===== config.mk =====
export PLATFORM = sky130hd
export DESIGN_NAME = dma_transport_layer
export DESIGN_NICKNAME = d
export VERILOG_FILES = /design/src/rtl/dma_bus_pkg.sv /design/src/rtl/dma_dp_pkg.sv /design/src/rtl/dma_byte_buffer.sv /design/src/rtl/dma_obi_read.sv /design/src/rtl/dma_obi_write.sv /design/src/rtl/dma_transport_layer.sv
export VERILOG_INCLUDE_DIRS = /design/src /design/src/rtl
export SDC_FILE = /design/constraint.sdc
export NUM_CORES = 1
export LEC_CHECK = 0
export BUFFER_PORTS_ARGS = -buffer_cell sky130_fd_sc_hd__buf_2
export CORE_MARGIN = 2
export CORE_UTILIZATION = 45
export CTS_BUF_LIST = sky130_fd_sc_hd__clkbuf_4 sky130_fd_sc_hd__clkbuf_8
export CTS_CLUSTER_DIAMETER = 200
export DETAILED_ROUTE_END_ITERATION = 7
export GPL_ROUTABILITY_DRIVEN = 0
export GPL_TIMING_DRIVEN = 0
export HOLD_SLACK_MARGIN = 0.1
export PLACE_DENSITY = 0.73
export REMOVE_ABC_BUFFERS = 1
export SLEW_MARGIN = 20
export SYNTH_ARGS = -nofsm -noshare
export SYNTH_HDL_FRONTEND = slang
export SYNTH_SLANG_ARGS = --single-unit

===== constraint.sdc =====
create_clock -name clk_i -period 2.15 [get_ports clk_i]
set_input_delay 0.215 -clock clk_i [delete_from_list [all_inputs] [get_ports clk_i]]
set_output_delay 0.215 -clock clk_i [all_outputs]
set_load 0.01 [all_outputs]

===== src/rtl/dma_cfg.svh =====
`ifndef DMA_CFG_SVH
`define DMA_CFG_SVH

// Bus widths
`define DMA_DATA_WIDTH 32
`define DMA_ADDR_WIDTH 32

// Byte lanes per data word
`define DMA_STRB_WIDTH (`DMA_DATA_WIDTH / 8)

// Entries in each byte-lane FIFO
`define DMA_BUF_DEPTH 3

`endif


===== src/rtl/dma_bus_pkg.sv =====
`include "dma_cfg.svh"

package dma_bus_pkg;

    // OBI address and data
    typedef logic [`DMA_ADDR_WIDTH-1:0] addr_t;
    typedef logic [`DMA_DATA_WIDTH-1:0] data_t;

    // One enable bit per byte lane
    typedef logic [`DMA_STRB_WIDTH-1:0] be_t;

    typedef logic [7:0] byte_t;

endpackage


===== src/rtl/dma_dp_pkg.sv =====
`include "dma_cfg.svh"

package dma_dp_pkg;

    localparam int unsigned STRB = `DMA_STRB_WIDTH;

    // Offset, tailer and shift all index a byte lane
    typedef logic [$clog2(STRB)-1:0] lane_t;
    typedef logic [STRB-1:0]         lane_mask_t;

    typedef enum logic [1:0] {
        RD_IDLE,
        RD_ADDR,
        RD_DATA,
        RD_RESP
    } rd_state_e;

    typedef enum logic [2:0] {
        WR_IDLE,
        WR_WAIT_DATA,
        WR_ADDR,
        WR_DATA,
        WR_RESP
    } wr_state_e;

    // Valid lanes run from offset up to the last lane minus tailer
    function automatic lane_mask_t lane_mask(lane_t offset, lane_t tailer);
        lane_mask_t mask;
        for (int j = 0; j < STRB; j++) begin
            mask[j] = (j >= offset) && (j <= (STRB - 1 - tailer));
        end
        return mask;
    endfunction

    // Lane j takes lane (j + shift) mod STRB
    function automatic dma_bus_pkg::data_t rotate_bytes(dma_bus_pkg::data_t data,
                                                        lane_t shift);
        dma_bus_pkg::data_t rot;
        int unsigned        src;
        for (int j = 0; j < STRB; j++) begin
            src = (j + shift) % STRB;
            rot[8*j +: 8] = data[8*src +: 8];
        end
        return rot;
    endfunction

    function automatic lane_mask_t rotate_mask(lane_mask_t mask, lane_t shift);
        lane_mask_t rot;
        for (int j = 0; j < STRB; j++) begin
            rot[j] = mask[(j + shift) % STRB];
        end
        return rot;
    endfunction

endpackage


===== src/rtl/dma_byte_buffer.sv =====
`timescale 1ns/1ps
`include "dma_cfg.svh"

module dma_byte_buffer (
    input  logic                   clk_i,
    input  logic                   rst_n_i,
    input  dma_bus_pkg::data_t     push_data_i,
    input  dma_dp_pkg::lane_mask_t push_mask_i,
    output dma_dp_pkg::lane_mask_t push_ready_o,
    output dma_bus_pkg::data_t     pop_data_o,
    output dma_dp_pkg::lane_mask_t pop_valid_o,
    input  dma_dp_pkg::lane_mask_t pop_mask_i
);

    import dma_bus_pkg::*;

    localparam int unsigned DEPTH = `DMA_BUF_DEPTH;
    localparam int unsigned PTR_W = $clog2(DEPTH);
    localparam int unsigned CNT_W = $clog2(DEPTH + 1);

    function automatic logic [PTR_W-1:0] next_ptr(logic [PTR_W-1:0] ptr);
        return (ptr == PTR_W'(DEPTH - 1)) ? '0 : ptr + 1'b1;
    endfunction

    // ------------------------------------------------------------------
    // One FIFO per byte lane, so lanes fill and drain independently
    // ------------------------------------------------------------------
    for (genvar l = 0; l < `DMA_STRB_WIDTH; l++) begin : gen_lane
        byte_t            mem_q [DEPTH];
        logic [PTR_W-1:0] wr_ptr_q;
        logic [PTR_W-1:0] rd_ptr_q;
        logic [CNT_W-1:0] cnt_q;
        logic             push;
        logic             pop;

        assign push_ready_o[l] = (cnt_q != CNT_W'(DEPTH));
        assign pop_valid_o[l]  = (cnt_q != '0);
        assign push            = push_mask_i[l] && push_ready_o[l];
        assign pop             = pop_mask_i[l] && pop_valid_o[l];

        assign pop_data_o[8*l +: 8] = mem_q[rd_ptr_q];

        always_ff @(posedge clk_i) begin
            if (push) begin
                mem_q[wr_ptr_q] <= push_data_i[8*l +: 8];
            end
        end

        always_ff @(posedge clk_i or negedge rst_n_i) begin
            if (!rst_n_i) begin
                wr_ptr_q <= '0;
                rd_ptr_q <= '0;
                cnt_q    <= '0;
            end else begin
                if (push) begin
                    wr_ptr_q <= next_ptr(wr_ptr_q);
                end
                if (pop) begin
                    rd_ptr_q <= next_ptr(rd_ptr_q);
                end
                // Simultaneous push and pop leaves the count alone
                case ({push, pop})
                    2'b10:   cnt_q <= cnt_q + 1'b1;
                    2'b01:   cnt_q <= cnt_q - 1'b1;
                    default: cnt_q <= cnt_q;
                endcase
            end
        end
    end

endmodule


===== src/rtl/dma_obi_read.sv =====
`timescale 1ns/1ps
`include "dma_cfg.svh"

module dma_obi_read (
    input  logic                   clk_i,
    input  logic                   rst_n_i,
    // Read meta channel
    input  dma_bus_pkg::addr_t     ar_addr_i,
    input  logic                   ar_valid_i,
    output logic                   ar_ready_o,
    // Datapath request and response
    input  dma_dp_pkg::lane_t      r_dp_offset_i,
    input  dma_dp_pkg::lane_t      r_dp_tailer_i,
    input  dma_dp_pkg::lane_t      r_dp_shift_i,
    input  logic                   r_dp_valid_i,
    output logic                   r_dp_ready_o,
    output logic                   r_dp_err_o,
    output logic                   r_dp_valid_o,
    input  logic                   r_dp_ready_i,
    // OBI read bus
    output logic                   rd_req_o,
    output dma_bus_pkg::addr_t     rd_addr_o,
    input  logic                   rd_gnt_i,
    input  logic                   rd_rvalid_i,
    input  logic                   rd_err_i,
    input  dma_bus_pkg::data_t     rd_rdata_i,
    output logic                   rd_rready_o,
    // Buffer push side
    output dma_bus_pkg::data_t     push_data_o,
    output dma_dp_pkg::lane_mask_t push_mask_o,
    input  dma_dp_pkg::lane_mask_t push_ready_i
);

    import dma_bus_pkg::*;
    import dma_dp_pkg::*;

    rd_state_e  state_q, state_d;
    addr_t      addr_q;
    lane_t      shift_q;
    lane_mask_t mask_q;
    logic       err_q;
    logic       meta_hs;
    logic       rdata_hs;

    // Meta beat and datapath request are taken together
    assign ar_ready_o   = (state_q == RD_IDLE) && r_dp_valid_i;
    assign r_dp_ready_o = (state_q == RD_IDLE) && ar_valid_i;
    assign meta_hs      = ar_valid_i && ar_ready_o;

    assign rd_req_o  = (state_q == RD_ADDR);
    assign rd_addr_o = addr_q;

    // Only take read data once every masked lane has room
    assign rd_rready_o = (state_q == RD_DATA) && (&(push_ready_i | ~mask_q));
    assign rdata_hs    = rd_rvalid_i && rd_rready_o;

    assign push_data_o = rotate_bytes(rd_rdata_i, shift_q);
    assign push_mask_o = rdata_hs ? mask_q : '0;

    assign r_dp_valid_o = (state_q == RD_RESP);
    assign r_dp_err_o   = err_q;

    always_comb begin
        state_d = state_q;
        case (state_q)
            RD_IDLE: if (meta_hs)      state_d = RD_ADDR;
            RD_ADDR: if (rd_gnt_i)     state_d = RD_DATA;
            RD_DATA: if (rdata_hs)     state_d = RD_RESP;
            RD_RESP: if (r_dp_ready_i) state_d = RD_IDLE;
            default:                   state_d = RD_IDLE;
        endcase
    end

    always_ff @(posedge clk_i or negedge rst_n_i) begin
        if (!rst_n_i) begin
            state_q <= RD_IDLE;
            err_q   <= 1'b0;
        end else begin
            state_q <= state_d;
            if (rdata_hs) begin
                err_q <= rd_err_i;
            end
        end
    end

    // Request fields for the beat in flight
    always_ff @(posedge clk_i) begin
        if (meta_hs) begin
            addr_q  <= ar_addr_i;
            shift_q <= r_dp_shift_i;
            mask_q  <= lane_mask(r_dp_offset_i, r_dp_tailer_i);
        end
    end

endmodule


===== src/rtl/dma_obi_write.sv =====
`timescale 1ns/1ps
`include "dma_cfg.svh"

module dma_obi_write (
    input  logic                   clk_i,
    input  logic                   rst_n_i,
    // Write meta channel
    input  dma_bus_pkg::addr_t     aw_addr_i,
    input  logic                   aw_valid_i,
    output logic                   aw_ready_o,
    // Datapath request and response
    input  dma_dp_pkg::lane_t      w_dp_offset_i,
    input  dma_dp_pkg::lane_t      w_dp_tailer_i,
    input  dma_dp_pkg::lane_t      w_dp_shift_i,
    input  logic                   w_dp_valid_i,
    output logic                   w_dp_ready_o,
    output logic                   w_dp_err_o,
    output logic                   w_dp_valid_o,
    input  logic                   w_dp_ready_i,
    // OBI write bus
    output logic                   wr_req_o,
    output dma_bus_pkg::addr_t     wr_addr_o,
    output dma_bus_pkg::data_t     wr_wdata_o,
    output dma_bus_pkg::be_t       wr_be_o,
    input  logic                   wr_gnt_i,
    input  logic                   wr_rvalid_i,
    input  logic                   wr_err_i,
    // Buffer pop side
    input  dma_bus_pkg::data_t     pop_data_i,
    input  dma_dp_pkg::lane_mask_t pop_valid_i,
    output dma_dp_pkg::lane_mask_t pop_mask_o
);

    import dma_bus_pkg::*;
    import dma_dp_pkg::*;

    wr_state_e  state_q, state_d;
    addr_t      addr_q;
    lane_t      shift_q;
    lane_mask_t mask_q;
    logic       err_q;
    logic       meta_hs;
    logic       data_avail;
    data_t      wdata_rot;

    assign aw_ready_o   = (state_q == WR_IDLE) && w_dp_valid_i;
    assign w_dp_ready_o = (state_q == WR_IDLE) && aw_valid_i;
    assign meta_hs      = aw_valid_i && aw_ready_o;

    // All masked buffer lanes hold a byte
    assign data_avail = &(pop_valid_i | ~mask_q);

    // ------------------------------------------------------------------
    // Bus lanes and enables
    // ------------------------------------------------------------------
    assign wr_req_o  = (state_q == WR_ADDR);
    assign wr_addr_o = addr_q;
    assign wr_be_o   = rotate_mask(mask_q, shift_q);

    // Lanes without an enable are driven to zero
    always_comb begin
        wdata_rot = rotate_bytes(pop_data_i, shift_q);
        for (int k = 0; k < STRB; k++) begin
            wr_wdata_o[8*k +: 8] = wr_be_o[k] ? wdata_rot[8*k +: 8] : 8'h00;
        end
    end

    // Buffer is drained on the grant cycle
    assign pop_mask_o = (wr_req_o && wr_gnt_i) ? mask_q : '0;

    assign w_dp_valid_o = (state_q == WR_RESP);
    assign w_dp_err_o   = err_q;

    // ------------------------------------------------------------------
    // Control FSM
    // ------------------------------------------------------------------
    always_comb begin
        state_d = state_q;
        case (state_q)
            WR_IDLE:      if (meta_hs)      state_d = WR_WAIT_DATA;
            WR_WAIT_DATA: if (data_avail)   state_d = WR_ADDR;
            WR_ADDR:      if (wr_gnt_i)     state_d = WR_DATA;
            WR_DATA:      if (wr_rvalid_i)  state_d = WR_RESP;
            WR_RESP:      if (w_dp_ready_i) state_d = WR_IDLE;
            default:                        state_d = WR_IDLE;
        endcase
    end

    always_ff @(posedge clk_i or negedge rst_n_i) begin
        if (!rst_n_i) begin
            state_q <= WR_IDLE;
            err_q   <= 1'b0;
        end else begin
            state_q <= state_d;
            if ((state_q == WR_DATA) && wr_rvalid_i) begin
                err_q <= wr_err_i;
            end
        end
    end

    always_ff @(posedge clk_i) begin
        if (meta_hs) begin
            addr_q  <= aw_addr_i;
            shift_q <= w_dp_shift_i;
            mask_q  <= lane_mask(w_dp_offset_i, w_dp_tailer_i);
        end
    end

endmodule


===== src/rtl/dma_transport_layer.sv =====
`timescale 1ns/1ps
`include "dma_cfg.svh"

module dma_transport_layer (
    input  logic               clk_i,
    input  logic               rst_n_i,
    // Read meta and datapath
    input  dma_bus_pkg::addr_t ar_addr_i,
    input  logic               ar_valid_i,
    output logic               ar_ready_o,
    input  dma_dp_pkg::lane_t  r_dp_offset_i,
    input  dma_dp_pkg::lane_t  r_dp_tailer_i,
    input  dma_dp_pkg::lane_t  r_dp_shift_i,
    input  logic               r_dp_valid_i,
    output logic               r_dp_ready_o,
    output logic               r_dp_err_o,
    output logic               r_dp_valid_o,
    input  logic               r_dp_ready_i,
    // OBI read bus
    output logic               rd_req_o,
    output dma_bus_pkg::addr_t rd_addr_o,
    input  logic               rd_gnt_i,
    input  logic               rd_rvalid_i,
    input  logic               rd_err_i,
    input  dma_bus_pkg::data_t rd_rdata_i,
    output logic               rd_rready_o,
    // Write meta and datapath
    input  dma_bus_pkg::addr_t aw_addr_i,
    input  logic               aw_valid_i,
    output logic               aw_ready_o,
    input  dma_dp_pkg::lane_t  w_dp_offset_i,
    input  dma_dp_pkg::lane_t  w_dp_tailer_i,
    input  dma_dp_pkg::lane_t  w_dp_shift_i,
    input  logic               w_dp_valid_i,
    output logic               w_dp_ready_o,
    output logic               w_dp_err_o,
    output logic               w_dp_valid_o,
    input  logic               w_dp_ready_i,
    // OBI write bus
    output logic               wr_req_o,
    output dma_bus_pkg::addr_t wr_addr_o,
    output dma_bus_pkg::data_t wr_wdata_o,
    output dma_bus_pkg::be_t   wr_be_o,
    input  logic               wr_gnt_i,
    input  logic               wr_rvalid_i,
    input  logic               wr_err_i,
    // Status
    output logic               r_dp_busy_o,
    output logic               w_dp_busy_o,
    output logic               buffer_busy_o
);

    import dma_bus_pkg::*;
    import dma_dp_pkg::*;

    // Read port into buffer
    data_t      push_data;
    lane_mask_t push_mask;
    lane_mask_t push_ready;

    // Buffer into write port
    data_t      pop_data;
    lane_mask_t pop_valid;
    lane_mask_t pop_mask;

    // ------------------------------------------------------------------
    // Read port
    // ------------------------------------------------------------------
    dma_obi_read i_obi_read (
        .clk_i         ( clk_i         ),
        .rst_n_i       ( rst_n_i       ),
        .ar_addr_i     ( ar_addr_i     ),
        .ar_valid_i    ( ar_valid_i    ),
        .ar_ready_o    ( ar_ready_o    ),
        .r_dp_offset_i ( r_dp_offset_i ),
        .r_dp_tailer_i ( r_dp_tailer_i ),
        .r_dp_shift_i  ( r_dp_shift_i  ),
        .r_dp_valid_i  ( r_dp_valid_i  ),
        .r_dp_ready_o  ( r_dp_ready_o  ),
        .r_dp_err_o    ( r_dp_err_o    ),
        .r_dp_valid_o  ( r_dp_valid_o  ),
        .r_dp_ready_i  ( r_dp_ready_i  ),
        .rd_req_o      ( rd_req_o      ),
        .rd_addr_o     ( rd_addr_o     ),
        .rd_gnt_i      ( rd_gnt_i      ),
        .rd_rvalid_i   ( rd_rvalid_i   ),
        .rd_err_i      ( rd_err_i      ),
        .rd_rdata_i    ( rd_rdata_i    ),
        .rd_rready_o   ( rd_rready_o   ),
        .push_data_o   ( push_data     ),
        .push_mask_o   ( push_mask     ),
        .push_ready_i  ( push_ready    )
    );

    // ------------------------------------------------------------------
    // Reorder buffer
    // ------------------------------------------------------------------
    dma_byte_buffer i_byte_buffer (
        .clk_i        ( clk_i      ),
        .rst_n_i      ( rst_n_i    ),
        .push_data_i  ( push_data  ),
        .push_mask_i  ( push_mask  ),
        .push_ready_o ( push_ready ),
        .pop_data_o   ( pop_data   ),
        .pop_valid_o  ( pop_valid  ),
        .pop_mask_i   ( pop_mask   )
    );

    // ------------------------------------------------------------------
    // Write port
    // ------------------------------------------------------------------
    dma_obi_write i_obi_write (
        .clk_i         ( clk_i         ),
        .rst_n_i       ( rst_n_i       ),
        .aw_addr_i     ( aw_addr_i     ),
        .aw_valid_i    ( aw_valid_i    ),
        .aw_ready_o    ( aw_ready_o    ),
        .w_dp_offset_i ( w_dp_offset_i ),
        .w_dp_tailer_i ( w_dp_tailer_i ),
        .w_dp_shift_i  ( w_dp_shift_i  ),
        .w_dp_valid_i  ( w_dp_valid_i  ),
        .w_dp_ready_o  ( w_dp_ready_o  ),
        .w_dp_err_o    ( w_dp_err_o    ),
        .w_dp_valid_o  ( w_dp_valid_o  ),
        .w_dp_ready_i  ( w_dp_ready_i  ),
        .wr_req_o      ( wr_req_o      ),
        .wr_addr_o     ( wr_addr_o     ),
        .wr_wdata_o    ( wr_wdata_o    ),
        .wr_be_o       ( wr_be_o       ),
        .wr_gnt_i      ( wr_gnt_i      ),
        .wr_rvalid_i   ( wr_rvalid_i   ),
        .wr_err_i      ( wr_err_i      ),
        .pop_data_i    ( pop_data      ),
        .pop_valid_i   ( pop_valid     ),
        .pop_mask_o    ( pop_mask      )
    );

    // Busy while a request waits or bytes sit in the buffer
    assign r_dp_busy_o   = r_dp_valid_i;
    assign w_dp_busy_o   = w_dp_valid_i;
    assign buffer_busy_o = |pop_valid;

endmodule


==> metrics.txt <==
# TYPE chip_impl_metric gauge
chip_impl_info{name="clock_tree_from_tritoncts",value="yes"} 1
chip_impl_metric{name="worst_r2r_path_depth",unit=""} 6
chip_impl_metric{name="antenna_found_initial",unit=""} 2
chip_impl_metric{name="vias_per_cell",unit=""} 5.78
chip_impl_metric{name="power.leakage",unit="nW"} 5.25
chip_impl_metric{name="met2WireLength",unit="µm"} 13800
chip_impl_metric{name="yosysUniqueCellTypes",unit=""} 46
chip_impl_metric{name="synth_async_sr_flop_share",unit="%"} 15.3
chip_impl_info{name="holdCritPathClass",value="primary input to flip-flop"} 1
chip_impl_metric{name="drt_iter0_drc",unit=""} 623
chip_impl_metric{name="tns",unit="ns"} -5.63
chip_impl_metric{name="worstPathMaxFanout",unit=""} 8
chip_impl_info{name="worstSetupPathType",value="flip-flop to primary output"} 1
chip_impl_metric{name="max_freq",unit="GHz"} 0.424
chip_impl_metric{name="grt_first_pass_wirelength",unit="µm"} 43100
chip_impl_info{name="crit_chain",value="buf_6 > buf_8 > buf_12 > o32a_1 > o22ai_2 > buf_2"} 1
chip_impl_metric{name="setup_slack",unit="ns"} -0.210
chip_impl_metric{name="worst_setup_hold_path_clk_slew",unit="ns"} 0.06
chip_impl_metric{name="die-area",unit="mm²"} 0.0220
chip_impl_metric{name="power_report.internal_total",unit="mW"} 9.25
chip_impl_metric{name="worst_rel_slew_slack",unit="%"} 48.9
chip_impl_metric{name="dpl.hpwl",unit="µm"} 17300
chip_impl_metric{name="postRouteAntennaNets",unit=""} 0
chip_impl_info{name="topRoutingLayerUsed",value="met5"} 1
chip_impl_metric{name="net_switching_component_of_the_power",unit="mW"} 5.04
chip_impl_metric{name="gr-total-overflow",unit=""} 0
chip_impl_metric{name="worstPathArrival",unit="ns"} 2.14
chip_impl_metric{name="report.final.slew_viol_count",unit=""} 0
chip_impl_metric{name="detailedRoute.firstPassIterationCount",unit=""} 5
chip_impl_metric{name="ys_seq_elements",unit=""} 203
chip_impl_metric{name="worst-slew-pin-transition",unit="ns"} 0.767
chip_impl_metric{name="avgSynthCellArea",unit="µm²"} 14.7
chip_impl_info{name="violations",value="setup timing"} 1
chip_impl_metric{name="critPathMaxStageDelay",unit="ns"} 0.42
chip_impl_metric{name="floorplan.rows",unit=""} 52
chip_impl_metric{name="synth_edf_count",unit=""} 172
chip_impl_metric{name="power.density_cell_area",unit="mW/mm²"} 1060
chip_impl_info{name="worst_setup_start_kind",value="flip-flop"} 1
chip_impl_metric{name="timing.final.hold_violations",unit=""} 0
chip_impl_metric{name="number_of_failing_setup_endpoints_in_the_final_timing_report",unit=""} 32
chip_impl_metric{name="layout.core_utilization",unit="%"} 66.3
chip_impl_metric{name="net_sw_share",unit="%"} 35.3
chip_impl_metric{name="cts_inserted_buffers",unit=""} 34
chip_impl_metric{name="areaGrowthSynthToFinish",unit="%"} 43.8
chip_impl_info{name="grt_setup_unrepaired",value="true"} 1
chip_impl_metric{name="synth-compound-area-share",unit="%"} 11.5
chip_impl_info{name="cts_root_buffer",value="sky130_fd_sc_hd__clkbuf_8"} 1
chip_impl_metric{name="initial_utilization",unit="%"} 46.1
chip_impl_metric{name="synth-warning-count",unit=""} 0
chip_impl_metric{name="power_frac_comb",unit="%"} 36.6
chip_impl_metric{name="clock_sinks",unit=""} 203
chip_impl_metric{name="synth.area.mux_share",unit="%"} 10.1
chip_impl_metric{name="synth.cell_area",unit="mm²"} 0.00936
chip_impl_metric{name="yosys.area_share.xor_xnor",unit="%"} 1.31
chip_impl_metric{name="worst_skew_pair.late_latency",unit="ns"} 0.53
chip_impl_info{name="status",value="finished, violations left"} 1
chip_impl_metric{name="drive_above_1_share",unit="%"} 46.6
chip_impl_metric{name="ctsHtreeMaxLevel",unit=""} 2
chip_impl_metric{name="skew",unit="ns"} 0.0192
chip_impl_metric{name="dieWidth",unit="µm"} 148
chip_impl_metric{name="post_synth_fa_ha_maj_area_fraction",unit="%"} 1.20
chip_impl_metric{name="io_buffers",unit=""} 235
chip_impl_metric{name="synthCells",unit=""} 635
chip_impl_metric{name="routed_wl",unit="µm"} 29000
chip_impl_metric{name="grt_start_max_net_pins",unit=""} 33
chip_impl_metric{name="post-route-drc-count",unit=""} 0
chip_impl_metric{name="fin_nets",unit=""} 1146
chip_impl_metric{name="synth-seq-area-share",unit="%"} 63.5
chip_impl_metric{name="period_needed",unit="ns"} 2.36
chip_impl_metric{name="maxCapViolCount",unit=""} 0
chip_impl_metric{name="required",unit="ns"} 1.93
chip_impl_metric{name="totalPowerFinal",unit="mW"} 14.3
chip_impl_metric{name="floorplan.die.height",unit="µm"} 148
chip_impl_metric{name="worst_hold_slack",unit="ns"} 0.142
chip_impl_info{name="type_of_destination_of_the_critical_path",value="primary output"} 1
chip_impl_metric{name="io-pin-count",unit=""} 236
chip_impl_metric{name="wl_met1",unit="µm"} 11100
chip_impl_metric{name="worstHoldPathCells",unit=""} 3
chip_impl_metric{name="peakVddDrop",unit="µV"} 820
chip_impl_info{name="yosys_most_used_dff",value="sky130_fd_sc_hd__edfxtp_1"} 1
chip_impl_metric{name="routed-wl-met3",unit="µm"} 2720
chip_impl_metric{name="routed_wire_length_per_instance",unit="µm"} 22.1
chip_impl_metric{name="synthSimpleGateAreaFrac",unit="%"} 9.72
chip_impl_metric{name="clock_power_share",unit="%"} 24.8
chip_impl_metric{name="dp_worst_setup_slack",unit="ns"} -0.421
chip_impl_metric{name="detailroute.via_count",unit=""} 7588
chip_impl_metric{name="clock_path_buffers",unit=""} 3
chip_impl_info{name="timing.critical_path.slowest_stage_cell",value="sky130_fd_sc_hd__o32a_1"} 1
chip_impl_metric{name="final_min_period_over_clock_period",unit="%"} 110
chip_impl_info{name="dominant_combinational_cell_family_by_area_after_synthesis",value="compound AO/OA/AOI/OAI gates"} 1
chip_impl_metric{name="floorplan.core_area",unit="mm²"} 0.0203
chip_impl_metric{name="seq_power_share",unit="%"} 38.6
chip_impl_metric{name="grt.total_usage",unit="%"} 25.7
chip_impl_metric{name="first_global_vias",unit=""} 7681
[synth_stat cells (2+ instances only)]
master                       n  area share, %
sky130_fd_sc_hd__nand4_4     4           0.91
sky130_fd_sc_hd__nand2_1    17           0.68
sky130_fd_sc_hd__o21ai_0    37            2.0
sky130_fd_sc_hd__buf_4       9           0.72
sky130_fd_sc_hd__xor2_1      5           0.47
sky130_fd_sc_hd__mux2_4      2           0.32
sky130_fd_sc_hd__edfxtp_1  172             55
sky130_fd_sc_hd__and2_1      5           0.33
sky130_fd_sc_hd__nand3_1     6           0.32
sky130_fd_sc_hd__mux4_2     36            8.7
sky130_fd_sc_hd__a21oi_1     6           0.32
sky130_fd_sc_hd__buf_2      19            1.0
sky130_fd_sc_hd__mux2_2      8           0.96
sky130_fd_sc_hd__xnor2_1     9           0.84
sky130_fd_sc_hd__nor2_1     50            2.0
sky130_fd_sc_hd__inv_2       2          0.080
sky130_fd_sc_hd__nor3b_1     7           0.56
sky130_fd_sc_hd__or3b_1      3           0.28
sky130_fd_sc_hd__nor3_1      9           0.48
sky130_fd_sc_hd__and3_1      2           0.13
sky130_fd_sc_hd__and4_4      2           0.24
sky130_fd_sc_hd__clkbuf_1   11           0.44
sky130_fd_sc_hd__inv_1      11           0.44
sky130_fd_sc_hd__nand4_1     2           0.13
sky130_fd_sc_hd__nand2b_1    3           0.20
sky130_fd_sc_hd__a21o_1      5           0.40
sky130_fd_sc_hd__o22ai_1    32            2.1
sky130_fd_sc_hd__nand3b_1    4           0.32
sky130_fd_sc_hd__nor2b_1    39            2.6
sky130_fd_sc_hd__a211oi_1   32            2.6
sky130_fd_sc_hd__ha_1        9            1.2
sky130_fd_sc_hd__o32a_1     32            3.4
sky130_fd_sc_hd__a21boi_0    2           0.16
sky130_fd_sc_hd__dfrtp_1    31            8.3
[repair_timing]
action,in CTS,in global routing
hold endpoints to repair,112,0
gates cloned,1,1
buffers inserted,33,13
hold buffers,90,0
pin swaps,35,25
setup endpoints to repair,115,101
gates resized for setup,72,39
[worst max-delay path: cells and delay by family, from the launching register on]
family,cells,cell delay [ns]
buffers and inverters,4,0.61
AOI/OAI and AO/OA,2,0.61
DFF,1,0.39
[through the flow]
step                area (µm²)  std cells
detailed placement       10900       1111
global placement         10700       1101
floorplan                 9160        596
CTS                      13100       1296
global route             13500       1311
finish                   13500       1312
[final cells by class]
cell class | count | area [µm²]
well taps | 270 | 338
inverters | 13 | 66.3
multi-input cells | 380 | 3630
flip-flops and latches | 203 | 5960
clock buffers | 48 | 604
repair buffers | 383 | 2770
fillers | 1398 | 6850
diodes | 2 | 5.00
clock inverters | 13 | 88.8
[power groups by stage]
stage,combinational [mW],clock [mW],sequential (mW)
detailed placement,3.71,0,5.62
floorplan,2.34,0,5.53
global route,5.53,3.76,5.59
CTS,4.71,3.54,5.46
global placement,3.51,0,5.63
finish,5.23,3.54,5.52
[flip-flops by register name (all words and copies together), names as in the netlist]
name	count
i_obi_read.state_q	2
i_obi_write.wr_addr_o	32
i_obi_write.shift_q	2
i_obi_read.mask_q	4
i_byte_buffer.gen_lane.cnt_q	8
i_byte_buffer.gen_lane.wr_ptr_q	8
i_byte_buffer.gen_lane.mem_q	96
i_obi_read.shift_q	2
i_obi_write.state_q	3
i_obi_read.r_dp_err_o	1
i_obi_write.w_dp_err_o	1
i_obi_read.rd_addr_o	32
i_obi_write.mask_q	4
i_byte_buffer.gen_lane.rd_ptr_q	8
[cells by family (layout without fill, tap and decap cells)]
logic type      Yosys count  in the layout
other cells               0              2
simple gates            158            158
fa+ha+maj                 9              9
xor+xnor                 14             14
buf+inv                  52            457
flops                   203            203
compound gates          152            152
mux                      47             47
[per-layer routing]
metal / vias up / global-route usage (%)
met5: - / 0
met4: 2 / 12.1
met3: 101 / 6.90
met2: 463 / 42.5
met1: 3718 / 31.7
li1: 3304 / -
[worst paths after layout]
path	start	endpoint	slack (ns)
setup / recovery	i_obi_write.shift_q[0]	wr_wdata_o[18]	-0.21
hold / removal	rd_rvalid_i	i_obi_read.r_dp_err_o	0.14
setup reg to reg	i_obi_read.state_q[0]	i_byte_buffer.gen_lane[1].mem_q[2][5]	0.11
hold reg to reg	i_obi_read.r_dp_err_o	i_obi_read.r_dp_err_o	0.51
max in group asynchronous	rst_n_i	i_byte_buffer.gen_lane[0].rd_ptr_q[1]	1.27
min in group asynchronous	rst_n_i	i_obi_read.state_q[0]	0.29
[layout by cell type, fill, tap and decap left out, drive strengths merged, types with 9 or more instances in the layout]
cell type    netlist  routed
o32a              32      32
clkbuf            11      49
nor2              50      50
inv               13      13
mux4              36      36
mux2              10      10
nand2             17      17
buf               28     292
dfrtp             31      31
dlygate4sd3        0      90
o22ai             32      32
xnor2              9       9
a211oi            32      32
o21ai             37      37
ha                 9       9
nor3               9       9
clkinv             0      10
edfxtp           172     172
nor2b             39      39
Power figures use the tool's default switching activity.
